<file path="config.mk">
export PLATFORM = sky130hd
export DESIGN_NAME = coreCtrlTop
export DESIGN_NICKNAME = d
export VERILOG_FILES = /design/src/logic/coreCtrlPkg.sv /design/src/logic/pipeIfs.sv /design/src/logic/coreCtrlTop.sv /design/src/logic/ctrlPipe.sv /design/src/logic/immGen.sv /design/src/logic/instDecoder.sv /design/src/logic/pipeCtrl.sv
export SDC_FILE = /design/constraint.sdc
export NUM_CORES = 1
export LEC_CHECK = 0
export BUFFER_PORTS_ARGS = -buffer_cell sky130_fd_sc_hd__buf_4
export CAP_MARGIN = 20
export CORE_UTILIZATION = 40
export DETAILED_ROUTE_END_ITERATION = 8
export PLACE_DENSITY_LB_ADDON = 0.25
export SLEW_MARGIN = 10
export SYNTH_ARGS = -nofsm -noshare
export SYNTH_HDL_FRONTEND = slang
export SYNTH_SLANG_ARGS = --single-unit
</file>
<file path="constraint.sdc">
create_clock -name Clock -period 4 [get_ports Clock]
set_clock_uncertainty 0.15 [all_clocks]
set_input_delay 0.2 -clock Clock [delete_from_list [all_inputs] [get_ports Clock]]
set_output_delay 0.2 -clock Clock [all_outputs]
set_load 0.01 [all_outputs]
</file>
<file path="src/logic/coreCtrlPkg.sv">
// Shared widths, opcodes and decode encodings for the RV32I control path
// Used by every block of the Q101 to Q105 pipe control
package coreCtrlPkg;

    //--------------------------------------------------
    // Plain vectors with a meaning
    //--------------------------------------------------
    typedef logic [31:0] tWord;    // Instruction or data word
    typedef logic [4:0]  tRegIdx;  // x0..x31
    typedef logic [3:0]  tByteEn;  // One bit per byte lane

    //--------------------------------------------------
    // Decode encodings
    //--------------------------------------------------
    // Major opcodes, bits [6:0]
    typedef enum logic [6:0] {
        LUI    = 7'b0110111,
        AUIPC  = 7'b0010111,
        JAL    = 7'b1101111,
        JALR   = 7'b1100111,
        BRANCH = 7'b1100011,
        LOAD   = 7'b0000011,
        STORE  = 7'b0100011,
        I_OP   = 7'b0010011,
        R_OP   = 7'b0110011,
        FENCE  = 7'b0001111,
        SYSCAL = 7'b1110011
    } tOpcode;

    // Encoded as {funct7[5], funct3}
    typedef enum logic [3:0] {
        ADD  = 4'b0000,
        SUB  = 4'b1000,
        SLL  = 4'b0001,
        SLT  = 4'b0010,
        SLTU = 4'b0011,
        XOR  = 4'b0100,
        SRL  = 4'b0101,
        SRA  = 4'b1101,
        OR   = 4'b0110,
        AND  = 4'b0111
    } tAluOp;

    // Straight from funct3
    typedef enum logic [2:0] {
        BEQ  = 3'b000,
        BNE  = 3'b001,
        BLT  = 3'b100,
        BGE  = 3'b101,
        BLTU = 3'b110,
        BGEU = 3'b111
    } tBranchType;

    typedef enum logic [1:0] {
        WB_ALU  = 2'b00,
        WB_DMEM = 2'b01,
        WB_PC4  = 2'b10  // Link address for JAL/JALR
    } tSelWrBack;

    typedef enum logic [2:0] {
        I_TYPE,
        S_TYPE,
        B_TYPE,
        U_TYPE,
        J_TYPE
    } tImmType;

    //--------------------------------------------------
    // Constants
    //--------------------------------------------------
    localparam tWord   NOP_INST  = 32'h0000_0013;  // ADDI x0, x0, 0
    localparam tByteEn BYTE_EN_B = 4'b0001;
    localparam tByteEn BYTE_EN_H = 4'b0011;
    localparam tByteEn BYTE_EN_W = 4'b1111;

endpackage

</file>
<file path="src/logic/pipeIfs.sv">
// Interfaces between the control blocks
// decodeIf carries Q101 decode, hazardIf links hazard control and the stage registers

interface decodeIf;
    import coreCtrlPkg::*;

    tRegIdx     RegDst;
    logic       RegWrEn;
    tAluOp      AluOp;
    logic       SelAluPc;
    logic       SelAluImm;
    logic       Lui;
    tBranchType BranchOp;
    logic       IsBranch;
    logic       IsJump;
    logic       IsLoad;
    logic       DMemWrEn;
    logic       DMemRdEn;
    tByteEn     DMemByteEn;
    logic       SignExt;
    tSelWrBack  SelWrBack;
    logic       UsesRegSrc2;  // R_OP, STORE, BRANCH

    modport decoder (
        output RegDst, RegWrEn, AluOp, SelAluPc, SelAluImm, Lui, BranchOp,
               IsBranch, IsJump, IsLoad, DMemWrEn, DMemRdEn, DMemByteEn,
               SignExt, SelWrBack, UsesRegSrc2
    );
    modport pipe (
        input  RegDst, RegWrEn, AluOp, SelAluPc, SelAluImm, Lui, BranchOp,
               IsBranch, IsJump, IsLoad, DMemWrEn, DMemRdEn, DMemByteEn,
               SignExt, SelWrBack, UsesRegSrc2
    );
endinterface

interface hazardIf;
    import coreCtrlPkg::*;

    logic   LoadPendingQ102H;  // Valid load in Q102
    logic   LoadPendingQ103H;
    tRegIdx LoadDstQ102H;
    tRegIdx LoadDstQ103H;
    logic   BranchQ102H;
    logic   JumpQ102H;
    logic   StageEn;           // Shared Q102..Q105 enable
    logic   ValidInstQ101H;

    modport ctrl (
        input  LoadPendingQ102H, LoadPendingQ103H, LoadDstQ102H, LoadDstQ103H,
               BranchQ102H, JumpQ102H,
        output StageEn, ValidInstQ101H
    );
    modport pipe (
        output LoadPendingQ102H, LoadPendingQ103H, LoadDstQ102H, LoadDstQ103H,
               BranchQ102H, JumpQ102H,
        input  StageEn, ValidInstQ101H
    );
endinterface

</file>
<file path="src/logic/coreCtrlTop.sv">
// Control path top for the five-stage RV32I pipe
// Hazard control, decode, immediate and stage registers
module coreCtrlTop (
    input  logic                    Clock,
    input  logic                    reset,
    input  coreCtrlPkg::tWord       PreInstructionQ101H,
    input  logic                    BranchCondMetQ102H,
    input  logic                    DMemReady,
    // Back-pressure
    output logic                    ReadyQ100H,
    output logic                    ReadyQ101H,
    output logic                    ReadyQ102H,  // Shared by Q102..Q105
    // Decode
    output coreCtrlPkg::tWord       ImmediateQ101H,
    output coreCtrlPkg::tRegIdx     RegSrc1Q101H,
    output coreCtrlPkg::tRegIdx     RegSrc2Q101H,
    output logic                    SelNextPcAluOutQ102H,
    // Execute
    output coreCtrlPkg::tAluOp      AluOpQ102H,
    output logic                    SelAluPcQ102H,
    output logic                    SelAluImmQ102H,
    output logic                    LuiQ102H,
    output coreCtrlPkg::tBranchType BranchOpQ102H,
    // Memory
    output logic                    DMemWrEnQ103H,
    output logic                    DMemRdEnQ103H,
    output coreCtrlPkg::tByteEn     DMemByteEnQ103H,
    // Write-back
    output logic                    RegWrEnQ105H,
    output coreCtrlPkg::tRegIdx     RegDstQ105H,
    output logic                    SignExtQ105H,
    output coreCtrlPkg::tSelWrBack  SelWrBackQ105H,
    output coreCtrlPkg::tByteEn     ByteEnQ105H,
    output logic                    ValidInstQ105H
);
    import coreCtrlPkg::*;

    tWord InstructionQ101H;  // After NOP insertion

    decodeIf decBus ();
    hazardIf hzdBus ();

    assign ReadyQ102H = hzdBus.StageEn;

    pipeCtrl pipeCtrl_inst (
        .Clock                (Clock),
        .reset                (reset),
        .DMemReady            (DMemReady),
        .BranchCondMetQ102H   (BranchCondMetQ102H),
        .PreInstructionQ101H  (PreInstructionQ101H),
        .hazard               (hzdBus.ctrl),
        .InstructionQ101H     (InstructionQ101H),
        .ReadyQ100H           (ReadyQ100H),
        .ReadyQ101H           (ReadyQ101H),
        .SelNextPcAluOutQ102H (SelNextPcAluOutQ102H)
    );

    instDecoder instDecoder_inst (
        .InstructionQ101H (InstructionQ101H),
        .dec              (decBus.decoder),
        .RegSrc1Q101H     (RegSrc1Q101H),
        .RegSrc2Q101H     (RegSrc2Q101H)
    );

    immGen immGen_inst (
        .InstructionQ101H (InstructionQ101H),
        .ImmediateQ101H   (ImmediateQ101H)
    );

    ctrlPipe ctrlPipe_inst (
        .Clock           (Clock),
        .reset           (reset),
        .dec             (decBus.pipe),
        .hazard          (hzdBus.pipe),
        .AluOpQ102H      (AluOpQ102H),
        .SelAluPcQ102H   (SelAluPcQ102H),
        .SelAluImmQ102H  (SelAluImmQ102H),
        .LuiQ102H        (LuiQ102H),
        .BranchOpQ102H   (BranchOpQ102H),
        .DMemWrEnQ103H   (DMemWrEnQ103H),
        .DMemRdEnQ103H   (DMemRdEnQ103H),
        .DMemByteEnQ103H (DMemByteEnQ103H),
        .RegWrEnQ105H    (RegWrEnQ105H),
        .RegDstQ105H     (RegDstQ105H),
        .SignExtQ105H    (SignExtQ105H),
        .SelWrBackQ105H  (SelWrBackQ105H),
        .ByteEnQ105H     (ByteEnQ105H),
        .ValidInstQ105H  (ValidInstQ105H)
    );

endmodule

</file>
<file path="src/logic/ctrlPipe.sv">
// Control and valid registers for Q102 to Q105
// Drives per-stage execute, memory and write-back controls and the hazard status
module ctrlPipe (
    input  logic                    Clock,
    input  logic                    reset,
    decodeIf.pipe                   dec,
    hazardIf.pipe                   hazard,
    output coreCtrlPkg::tAluOp      AluOpQ102H,
    output logic                    SelAluPcQ102H,
    output logic                    SelAluImmQ102H,
    output logic                    LuiQ102H,
    output coreCtrlPkg::tBranchType BranchOpQ102H,
    output logic                    DMemWrEnQ103H,
    output logic                    DMemRdEnQ103H,
    output coreCtrlPkg::tByteEn     DMemByteEnQ103H,
    output logic                    RegWrEnQ105H,
    output coreCtrlPkg::tRegIdx     RegDstQ105H,
    output logic                    SignExtQ105H,
    output coreCtrlPkg::tSelWrBack  SelWrBackQ105H,
    output coreCtrlPkg::tByteEn     ByteEnQ105H,
    output logic                    ValidInstQ105H
);
    import coreCtrlPkg::*;

    // Fields that live to write-back, index = stage number
    tRegIdx    RegDstQ    [2:5];
    logic      RegWrEnQ   [2:5];
    tByteEn    ByteEnQ    [2:5];
    logic      SignExtQ   [2:5];
    tSelWrBack SelWrBackQ [2:5];
    logic      PreValidQ  [2:5];  // Sampled valid, before the enable gate
    // Fields that end at memory
    logic      IsLoadQ    [2:3];
    logic      DMemWrEnQ  [2:3];
    logic      DMemRdEnQ  [2:3];
    // Execute only
    logic      IsBranchQ102H;
    logic      IsJumpQ102H;

    always_ff @(posedge Clock) begin
        if (reset) begin
            AluOpQ102H     <= ADD;
            SelAluPcQ102H  <= 1'b0;
            SelAluImmQ102H <= 1'b0;
            LuiQ102H       <= 1'b0;
            BranchOpQ102H  <= BEQ;
            IsBranchQ102H  <= 1'b0;
            IsJumpQ102H    <= 1'b0;
            for (int s = 2; s <= 5; s++) begin
                RegDstQ[s]    <= '0;
                RegWrEnQ[s]   <= 1'b0;
                ByteEnQ[s]    <= '0;
                SignExtQ[s]   <= 1'b0;
                SelWrBackQ[s] <= WB_ALU;
                PreValidQ[s]  <= 1'b0;
            end
            for (int s = 2; s <= 3; s++) begin
                IsLoadQ[s]   <= 1'b0;
                DMemWrEnQ[s] <= 1'b0;
                DMemRdEnQ[s] <= 1'b0;
            end
        end else if (hazard.StageEn) begin
            //--------------------------------------------------
            // Q101 -> Q102
            //--------------------------------------------------
            AluOpQ102H     <= dec.AluOp;
            SelAluPcQ102H  <= dec.SelAluPc;
            SelAluImmQ102H <= dec.SelAluImm;
            LuiQ102H       <= dec.Lui;
            BranchOpQ102H  <= dec.BranchOp;
            IsBranchQ102H  <= dec.IsBranch;
            IsJumpQ102H    <= dec.IsJump;
            RegDstQ[2]     <= dec.RegDst;
            RegWrEnQ[2]    <= dec.RegWrEn;
            ByteEnQ[2]     <= dec.DMemByteEn;
            SignExtQ[2]    <= dec.SignExt;
            SelWrBackQ[2]  <= dec.SelWrBack;
            PreValidQ[2]   <= hazard.ValidInstQ101H;
            IsLoadQ[2]     <= dec.IsLoad;
            DMemWrEnQ[2]   <= dec.DMemWrEn;
            DMemRdEnQ[2]   <= dec.DMemRdEn;
            // Q102 -> Q105 shift
            // Enable is high here, so the raw valid equals the gated one
            for (int s = 3; s <= 5; s++) begin
                RegDstQ[s]    <= RegDstQ[s-1];
                RegWrEnQ[s]   <= RegWrEnQ[s-1];
                ByteEnQ[s]    <= ByteEnQ[s-1];
                SignExtQ[s]   <= SignExtQ[s-1];
                SelWrBackQ[s] <= SelWrBackQ[s-1];
                PreValidQ[s]  <= PreValidQ[s-1];
            end
            IsLoadQ[3]   <= IsLoadQ[2];
            DMemWrEnQ[3] <= DMemWrEnQ[2];
            DMemRdEnQ[3] <= DMemRdEnQ[2];
        end
    end

    //--------------------------------------------------
    // Status back to hazard control
    //--------------------------------------------------
    assign hazard.LoadPendingQ102H = PreValidQ[2] && IsLoadQ[2];
    assign hazard.LoadPendingQ103H = PreValidQ[3] && IsLoadQ[3];
    assign hazard.LoadDstQ102H     = RegDstQ[2];
    assign hazard.LoadDstQ103H     = RegDstQ[3];
    assign hazard.BranchQ102H      = PreValidQ[2] && IsBranchQ102H;  // Bubbles never redirect
    assign hazard.JumpQ102H        = PreValidQ[2] && IsJumpQ102H;

    // Memory stage
    assign DMemWrEnQ103H   = DMemWrEnQ[3];
    assign DMemRdEnQ103H   = DMemRdEnQ[3];
    assign DMemByteEnQ103H = ByteEnQ[3];

    // Write-back, low while frozen
    assign ValidInstQ105H = hazard.StageEn && PreValidQ[5];
    assign RegWrEnQ105H   = ValidInstQ105H && RegWrEnQ[5];
    assign RegDstQ105H    = RegDstQ[5];
    assign SignExtQ105H   = SignExtQ[5];
    assign SelWrBackQ105H = SelWrBackQ[5];
    assign ByteEnQ105H    = ByteEnQ[5];

endmodule

</file>
<file path="src/logic/immGen.sv">
// Immediate generator for the Q101 instruction
// Picks I/S/B/U/J from the opcode and sign-extends to 32 bits
module immGen (
    input  coreCtrlPkg::tWord InstructionQ101H,
    output coreCtrlPkg::tWord ImmediateQ101H
);
    import coreCtrlPkg::*;

    tOpcode  Opcode;
    tImmType ImmType;

    assign Opcode = tOpcode'(InstructionQ101H[6:0]);

    // Format select
    always_comb begin
        case (Opcode)
            JALR, I_OP, LOAD: ImmType = I_TYPE;
            LUI, AUIPC:       ImmType = U_TYPE;
            JAL:              ImmType = J_TYPE;
            BRANCH:           ImmType = B_TYPE;
            STORE:            ImmType = S_TYPE;
            default:          ImmType = I_TYPE;
        endcase
    end

    // Bit layout per format, sign always from bit 31
    always_comb begin
        case (ImmType)
            U_TYPE: ImmediateQ101H = {InstructionQ101H[31:12], 12'b0};
            S_TYPE: ImmediateQ101H = {{20{InstructionQ101H[31]}}, InstructionQ101H[31:25],
                                      InstructionQ101H[11:7]};
            B_TYPE: ImmediateQ101H = {{20{InstructionQ101H[31]}}, InstructionQ101H[7],
                                      InstructionQ101H[30:25], InstructionQ101H[11:8], 1'b0};
            J_TYPE: ImmediateQ101H = {{12{InstructionQ101H[31]}}, InstructionQ101H[19:12],
                                      InstructionQ101H[20], InstructionQ101H[30:21], 1'b0};
            default: ImmediateQ101H = {{20{InstructionQ101H[31]}}, InstructionQ101H[31:20]};
        endcase
    end

endmodule

</file>
<file path="src/logic/instDecoder.sv">
// RV32I base decoder for the Q101 instruction
// Produces the control bits handed to the stage registers
module instDecoder (
    input  coreCtrlPkg::tWord   InstructionQ101H,
    decodeIf.decoder            dec,
    output coreCtrlPkg::tRegIdx RegSrc1Q101H,
    output coreCtrlPkg::tRegIdx RegSrc2Q101H
);
    import coreCtrlPkg::*;

    tOpcode     Opcode;
    logic [2:0] Funct3;
    logic [6:0] Funct7;
    logic       AluEncOk;  // funct7 legal for this op
    logic       IsMemOp;

    assign Opcode  = tOpcode'(InstructionQ101H[6:0]);
    assign Funct3  = InstructionQ101H[14:12];
    assign Funct7  = InstructionQ101H[31:25];
    assign IsMemOp = (Opcode == LOAD) || (Opcode == STORE);

    //--------------------------------------------------
    // ALU operation
    //--------------------------------------------------
    always_comb begin
        dec.AluOp = ADD;  // Address and link math
        AluEncOk  = 1'b1;
        case (Opcode)
            R_OP: begin
                // Only SUB and SRA take funct7 = 0100000
                if ((Funct7 == 7'b0000000) ||
                    ((Funct7 == 7'b0100000) && ((Funct3 == 3'b000) || (Funct3 == 3'b101)))) begin
                    dec.AluOp = tAluOp'({Funct7[5], Funct3});
                end else begin
                    AluEncOk = 1'b0;  // M extension and the rest
                end
            end
            I_OP: begin
                if ((Funct3 == 3'b001) || (Funct3 == 3'b101)) begin
                    // Shifts, shamt in [24:20]
                    if ((Funct7 == 7'b0000000) ||
                        ((Funct7 == 7'b0100000) && (Funct3 == 3'b101))) begin
                        dec.AluOp = tAluOp'({Funct7[5], Funct3});
                    end else begin
                        AluEncOk = 1'b0;
                    end
                end else begin
                    dec.AluOp = tAluOp'({1'b0, Funct3});  // Imm bit 30 ignored
                end
            end
            default: begin
                dec.AluOp = ADD;
            end
        endcase
    end

    //--------------------------------------------------
    // Operand, branch and write-back control
    //--------------------------------------------------
    assign dec.SelAluPc  = (Opcode == JAL) || (Opcode == BRANCH) || (Opcode == AUIPC);
    assign dec.SelAluImm = (Opcode != R_OP);
    assign dec.Lui       = (Opcode == LUI);
    assign dec.BranchOp  = tBranchType'(Funct3);
    assign dec.IsBranch  = (Opcode == BRANCH);
    assign dec.IsJump    = (Opcode == JAL) || (Opcode == JALR);
    assign dec.IsLoad    = (Opcode == LOAD);
    assign dec.SelWrBack = dec.IsJump             ? WB_PC4  :
                           (Opcode == LOAD)       ? WB_DMEM :
                                                    WB_ALU;
    assign dec.RegDst    = InstructionQ101H[11:7];
    assign dec.RegWrEn   = AluEncOk &&
                           ((Opcode == LUI)  || (Opcode == AUIPC) || (Opcode == JAL) ||
                            (Opcode == JALR) || (Opcode == LOAD)  || (Opcode == I_OP) ||
                            (Opcode == R_OP));

    // Memory access
    assign dec.DMemWrEn   = (Opcode == STORE);
    assign dec.DMemRdEn   = (Opcode == LOAD);
    assign dec.SignExt    = (Opcode == LOAD) && !Funct3[2];  // LB/LH only
    assign dec.DMemByteEn = !IsMemOp                ? '0        :
                            (Funct3[1:0] == 2'b00)  ? BYTE_EN_B :
                            (Funct3[1:0] == 2'b01)  ? BYTE_EN_H :
                            (Funct3[1:0] == 2'b10)  ? BYTE_EN_W : '0;

    // Register file read addresses
    assign dec.UsesRegSrc2 = (Opcode == R_OP) || (Opcode == STORE) || (Opcode == BRANCH);
    assign RegSrc1Q101H    = InstructionQ101H[19:15];
    // x0 when [24:20] is immediate or shamt
    assign RegSrc2Q101H    = dec.UsesRegSrc2 ? InstructionQ101H[24:20] : '0;

endmodule

</file>
<file path="src/logic/pipeCtrl.sv">
// Pipe hazard control: load-use stall, branch/jump flush and memory freeze
// Builds the Q101 instruction (NOP when killed) and the ready signals
module pipeCtrl (
    input  logic              Clock,
    input  logic              reset,
    input  logic              DMemReady,
    input  logic              BranchCondMetQ102H,
    input  coreCtrlPkg::tWord PreInstructionQ101H,
    hazardIf.ctrl             hazard,
    output coreCtrlPkg::tWord InstructionQ101H,
    output logic              ReadyQ100H,
    output logic              ReadyQ101H,
    output logic              SelNextPcAluOutQ102H
);
    import coreCtrlPkg::*;

    tRegIdx RegSrc1;
    tRegIdx RegSrc2;
    tOpcode Opcode;
    logic   ChkRegSrc2;     // rs2 is a real operand
    logic   LoadHzrdQ102H;  // Load directly ahead
    logic   LoadHzrdQ103H;  // Load one slot ahead
    logic   LoadStall;
    logic   CoreFreeze;
    logic   flushQ103H;     // Second flush slot
    logic   InsertNop;

    assign CoreFreeze = !DMemReady;

    //--------------------------------------------------
    // Load-use detection on the raw fetched word
    //--------------------------------------------------
    assign RegSrc1    = PreInstructionQ101H[19:15];
    assign RegSrc2    = PreInstructionQ101H[24:20];
    assign Opcode     = tOpcode'(PreInstructionQ101H[6:0]);
    assign ChkRegSrc2 = (Opcode == R_OP) || (Opcode == STORE) || (Opcode == BRANCH);

    assign LoadHzrdQ102H = hazard.LoadPendingQ102H &&
                           ((RegSrc1 == hazard.LoadDstQ102H) ||
                            (ChkRegSrc2 && (RegSrc2 == hazard.LoadDstQ102H)));
    assign LoadHzrdQ103H = hazard.LoadPendingQ103H &&
                           ((RegSrc1 == hazard.LoadDstQ103H) ||
                            (ChkRegSrc2 && (RegSrc2 == hazard.LoadDstQ103H)));
    assign LoadStall     = LoadHzrdQ102H || LoadHzrdQ103H;

    //--------------------------------------------------
    // Redirect from Q102 and the two-slot flush
    //--------------------------------------------------
    assign SelNextPcAluOutQ102H = hazard.JumpQ102H ||
                                  (hazard.BranchQ102H && BranchCondMetQ102H);

    always_ff @(posedge Clock) begin
        if (reset) begin
            flushQ103H <= 1'b0;
        end else if (hazard.StageEn) begin
            flushQ103H <= SelNextPcAluOutQ102H;  // Held through a freeze
        end
    end

    // Bubble for a stall, kill for a wrong-path fetch
    assign InsertNop        = SelNextPcAluOutQ102H || flushQ103H || LoadStall;
    assign InstructionQ101H = InsertNop ? NOP_INST : PreInstructionQ101H;

    //--------------------------------------------------
    // Ready and valid
    //--------------------------------------------------
    assign hazard.StageEn = !CoreFreeze;
    // Flushed word is dropped anyway, so fetch moves on
    assign ReadyQ101H = !CoreFreeze &&
                        (!LoadStall || SelNextPcAluOutQ102H || flushQ103H);
    assign ReadyQ100H = ReadyQ101H;  // Fetch follows decode
    assign hazard.ValidInstQ101H = ReadyQ101H && !InsertNop;

endmodule

</file>
==> flow_summary.ini <==
[clock_tree]
clock_path_buffers = 2
cts_inserted_buffers = 9
cts.repair.resized = 0
cts-htree-levels = 3
worstSkewPairLatency_ns = 0.34
cts_tree = built
root_buffer = clkbuf_8
clock_sinks = 69
clk_pin_slew_ns = 0.08

[global_routing]
met1_usage = 0.268
grt_pass1_vias = 2969
grt-busiest-layer = met2
use_met2 = 0.338
grt_max_degree = 56
antenna_found_initial = 0
overflow = 0
grt_pass1_wl_um = 15400
grt_usage = 0.205
use_met3 = 0.0443

[timing]
hold_viol_final = 0
worstMarginPinSlew_ns = 0.838
fmax_mhz = 326
finalCritPeriodShare = 0.768
slew_headroom = 0.439
setup_tns_ns = 0
setup_viol = 0
fin_crit_ns = 3.07
slew_viol_final = 0
finalHoldWorstSlack_ns = 0.0243
grt_setup_unrepaired = false

[detailed_routing]
vias_per_cell = 5.12
drc = 0
drt-total-wl_um = 9870
vias = 3052
wl_per_cell_um = 16.6
drt_iter0_drc = 147
dr.pass1.iters = 4
detail-route-antenna-nets = 0

[yosys]
syn_nets = 417
ys_seq_area_frac = 0.509
syn_area_mm2 = 0.00382
synthFlopType = edfxtp_1
ys_types = 47
synth-seq-cells = 69
ys_warn_count = 0
avgSynthCellArea_um2 = 10.1
synthCells = 377
async_reset_ff_frac = 0
synth_edf_count = 56

[min_path]
hold_class = input pin to register
hp-start = PreInstructionQ101H[9]
min_path_cells = 2
holdPathEnd = ctrlPipe_inst.RegDstQ[1][2]$_SDFFCE_PN0P_

[finish]
diodes = 0
layout_common_cells = buf_4 (116), edfxtp_1 (56), and2_1 (48)
layout-drive-gt1-share = 0.300
design_area_mm2 = 0.00484
area_growth_pct = 26.8
final_core_util = 0.524
final_nets = 502
mostFrequentLayoutCell = buf_4

[critical_path]
rrSetupSlack_ns = 0.93
r2r-end = ctrlPipe_inst.AluOpQ102H[2]$_SDFFE_PP0P_
critPathLaunchType = register
rr_worst_depth = 12
reg2reg_from = ctrlPipe_inst.RegDstQ[1][5]$_SDFFCE_PN0P_
required_ns = 4.12
cp.arrival_ns = 3.20
crit_type = register to register
endpoint_kind = register
cp_max_fo = 6

[place]
gp_congestion = 0.866
dpl_cell_area_mm2 = 0.00458
dp_hpwl_um = 7070
port_buffers = 111

[power]
power.density_mw_per_mm2 = 354
power.leakage_uw = 0.00213
ir_drop_mv = 0.184

[job]
cap_violations = 0

[die]
ioPinCount = 112
coreArea_mm2 = 0.00924
fp.dieH_um = 99.7
dieArea_mm2 = 0.00994
rows = 35
die_w_um = 99.7
initial_core_util = 0.413

[status]
status = completed
area by class of cell:
class | instances | area [um^2]
clock buffer | 9 | 124
clock inverter | 7 | 98.8
fill | 822 | 4400
inverter | 6 | 22.5
multi-input combinational | 255 | 1560
sequential | 69 | 1940
tap | 129 | 161
timing repair buffer | 121 | 931
sequential cells by signal, indices dropped and copies added, names as in the netlist:
register and count:
ctrlPipe_inst.AluOpQ102H 4, ctrlPipe_inst.BranchOpQ102H 3, ctrlPipe_inst.ByteEnQ 12, ctrlPipe_inst.DMemWrEnQ 2, ctrlPipe_inst.IsBranchQ102H 1, ctrlPipe_inst.IsJumpQ102H 1
ctrlPipe_inst.IsLoadQ 2, ctrlPipe_inst.LuiQ102H 1, ctrlPipe_inst.PreValidQ 4, ctrlPipe_inst.RegDstQ 20, ctrlPipe_inst.RegWrEnQ 4, ctrlPipe_inst.SelAluImmQ102H 1
ctrlPipe_inst.SelAluPcQ102H 1, ctrlPipe_inst.SelWrBackQ 8, ctrlPipe_inst.SignExtQ 4, pipeCtrl_inst.flushQ103H 1
power by group:
part	switching, uW	leakage [uW]	total, uW	internal [uW]
Combinational	132	0.00130	250	118
Clock	281	0.000110	635	354
Sequential	17.6	0.000726	831	813
critical path: stages (launching register included):
cell and delay, ns:
edfxtp_1 0.45, xnor2_1 0.19, nand3_1 0.10, nor3_1 0.33, o211ai_2 0.20, and3_1 0.31, nand2_1 0.13, ha_1 0.19
nand3b_1 0.11, nand3_1 0.09, a21oi_1 0.09, or4b_1 0.53, o21ai_1 0.14
metal layers:
metal | wire, um | share of wire | vias to the layer above
met5 | 0 | 0 | -
met4 | 144 | 0.015 | 0
met3 | 693 | 0.070 | 13
met2 | 4700 | 0.48 | 131
met1 | 4330 | 0.44 | 1435
li1 | - | - | 1473
through the flow:
| stage | total power, uW | std cells | setup WS (ns) |
|---|---|---|---|
| 2_1_floorplan | 979 | 377 | 1.06 |
| 3_3_place_gp | 1090 | 575 | 0.962 |
| 3_5_place_dp | 1090 | 576 | 0.917 |
| 4_1_cts | 1730 | 596 | 0.926 |
| 5_1_grt | 1780 | 596 | 0.741 |
| 6_report | 1720 | 596 | 0.928 |
synth_stat cells, types with 2 or more instances:
cell	count	share of area
a21oi_1	30	0.039
a32o_1	5	0.013
and2_1	48	0.079
and3_1	21	0.034
and4_1	4	0.0092
buf_2	2	0.0026
buf_4	23	0.045
buf_6	4	0.012
clkbuf_1	17	0.017
dfxtp_1	13	0.068
edfxtp_1	56	0.44
ha_1	4	0.013
inv_1	6	0.0059
nand2_1	18	0.018
nand2b_1	7	0.011
nand3_1	15	0.020
nor2_1	39	0.038
nor2b_1	2	0.0033
nor3_1	10	0.013
nor4_1	3	0.0049
o211ai_2	2	0.0066
o21ai_1	2	0.0026
or3_1	2	0.0033
or4_1	3	0.0059
xnor2_1	10	0.023
xor2_1	10	0.023
repair_timing:
action,4_1_cts,5_1_grt
setup buffers,0,0
setup endpoints to repair,0,0
hold buffers,4,0
endpoints found under the hold margin,6,0
worst max path at each step:
stage,startpoint,endpoint,slack [ns],cells past startpoint
2_1_floorplan,PreInstructionQ101H[3],ctrlPipe_inst.AluOpQ102H[2]$_SDFFE_PP0P_,1.06,15
3_3_place_gp,PreInstructionQ101H[2],ctrlPipe_inst.AluOpQ102H[2]$_SDFFE_PP0P_,0.96,13
3_5_place_dp,PreInstructionQ101H[2],ctrlPipe_inst.AluOpQ102H[2]$_SDFFE_PP0P_,0.92,13
4_1_cts,ctrlPipe_inst.RegDstQ[1][7]$_SDFFCE_PN0P_,ctrlPipe_inst.AluOpQ102H[2]$_SDFFE_PP0P_,0.93,12
5_1_grt,ctrlPipe_inst.RegDstQ[1][7]$_SDFFCE_PN0P_,ctrlPipe_inst.AluOpQ102H[2]$_SDFFE_PP0P_,0.74,12
6_report,ctrlPipe_inst.RegDstQ[1][5]$_SDFFCE_PN0P_,ctrlPipe_inst.AluOpQ102H[2]$_SDFFE_PP0P_,0.93,12
kinds of logic after synthesis:
logic type / Yosys count / synth area share
buffers and inverters: 53 / 0.0833
AO/OA/AOI/OAI: 52 / 0.0914
adder cells (fa/ha/maj): 4 / 0.0131
flip-flops: 69 / 0.509
AND/OR/NAND/NOR: 178 / 0.255
XOR/XNOR: 20 / 0.0459
multiplexers: 1 / 0.00262
Power figures use the tool's default switching activity.
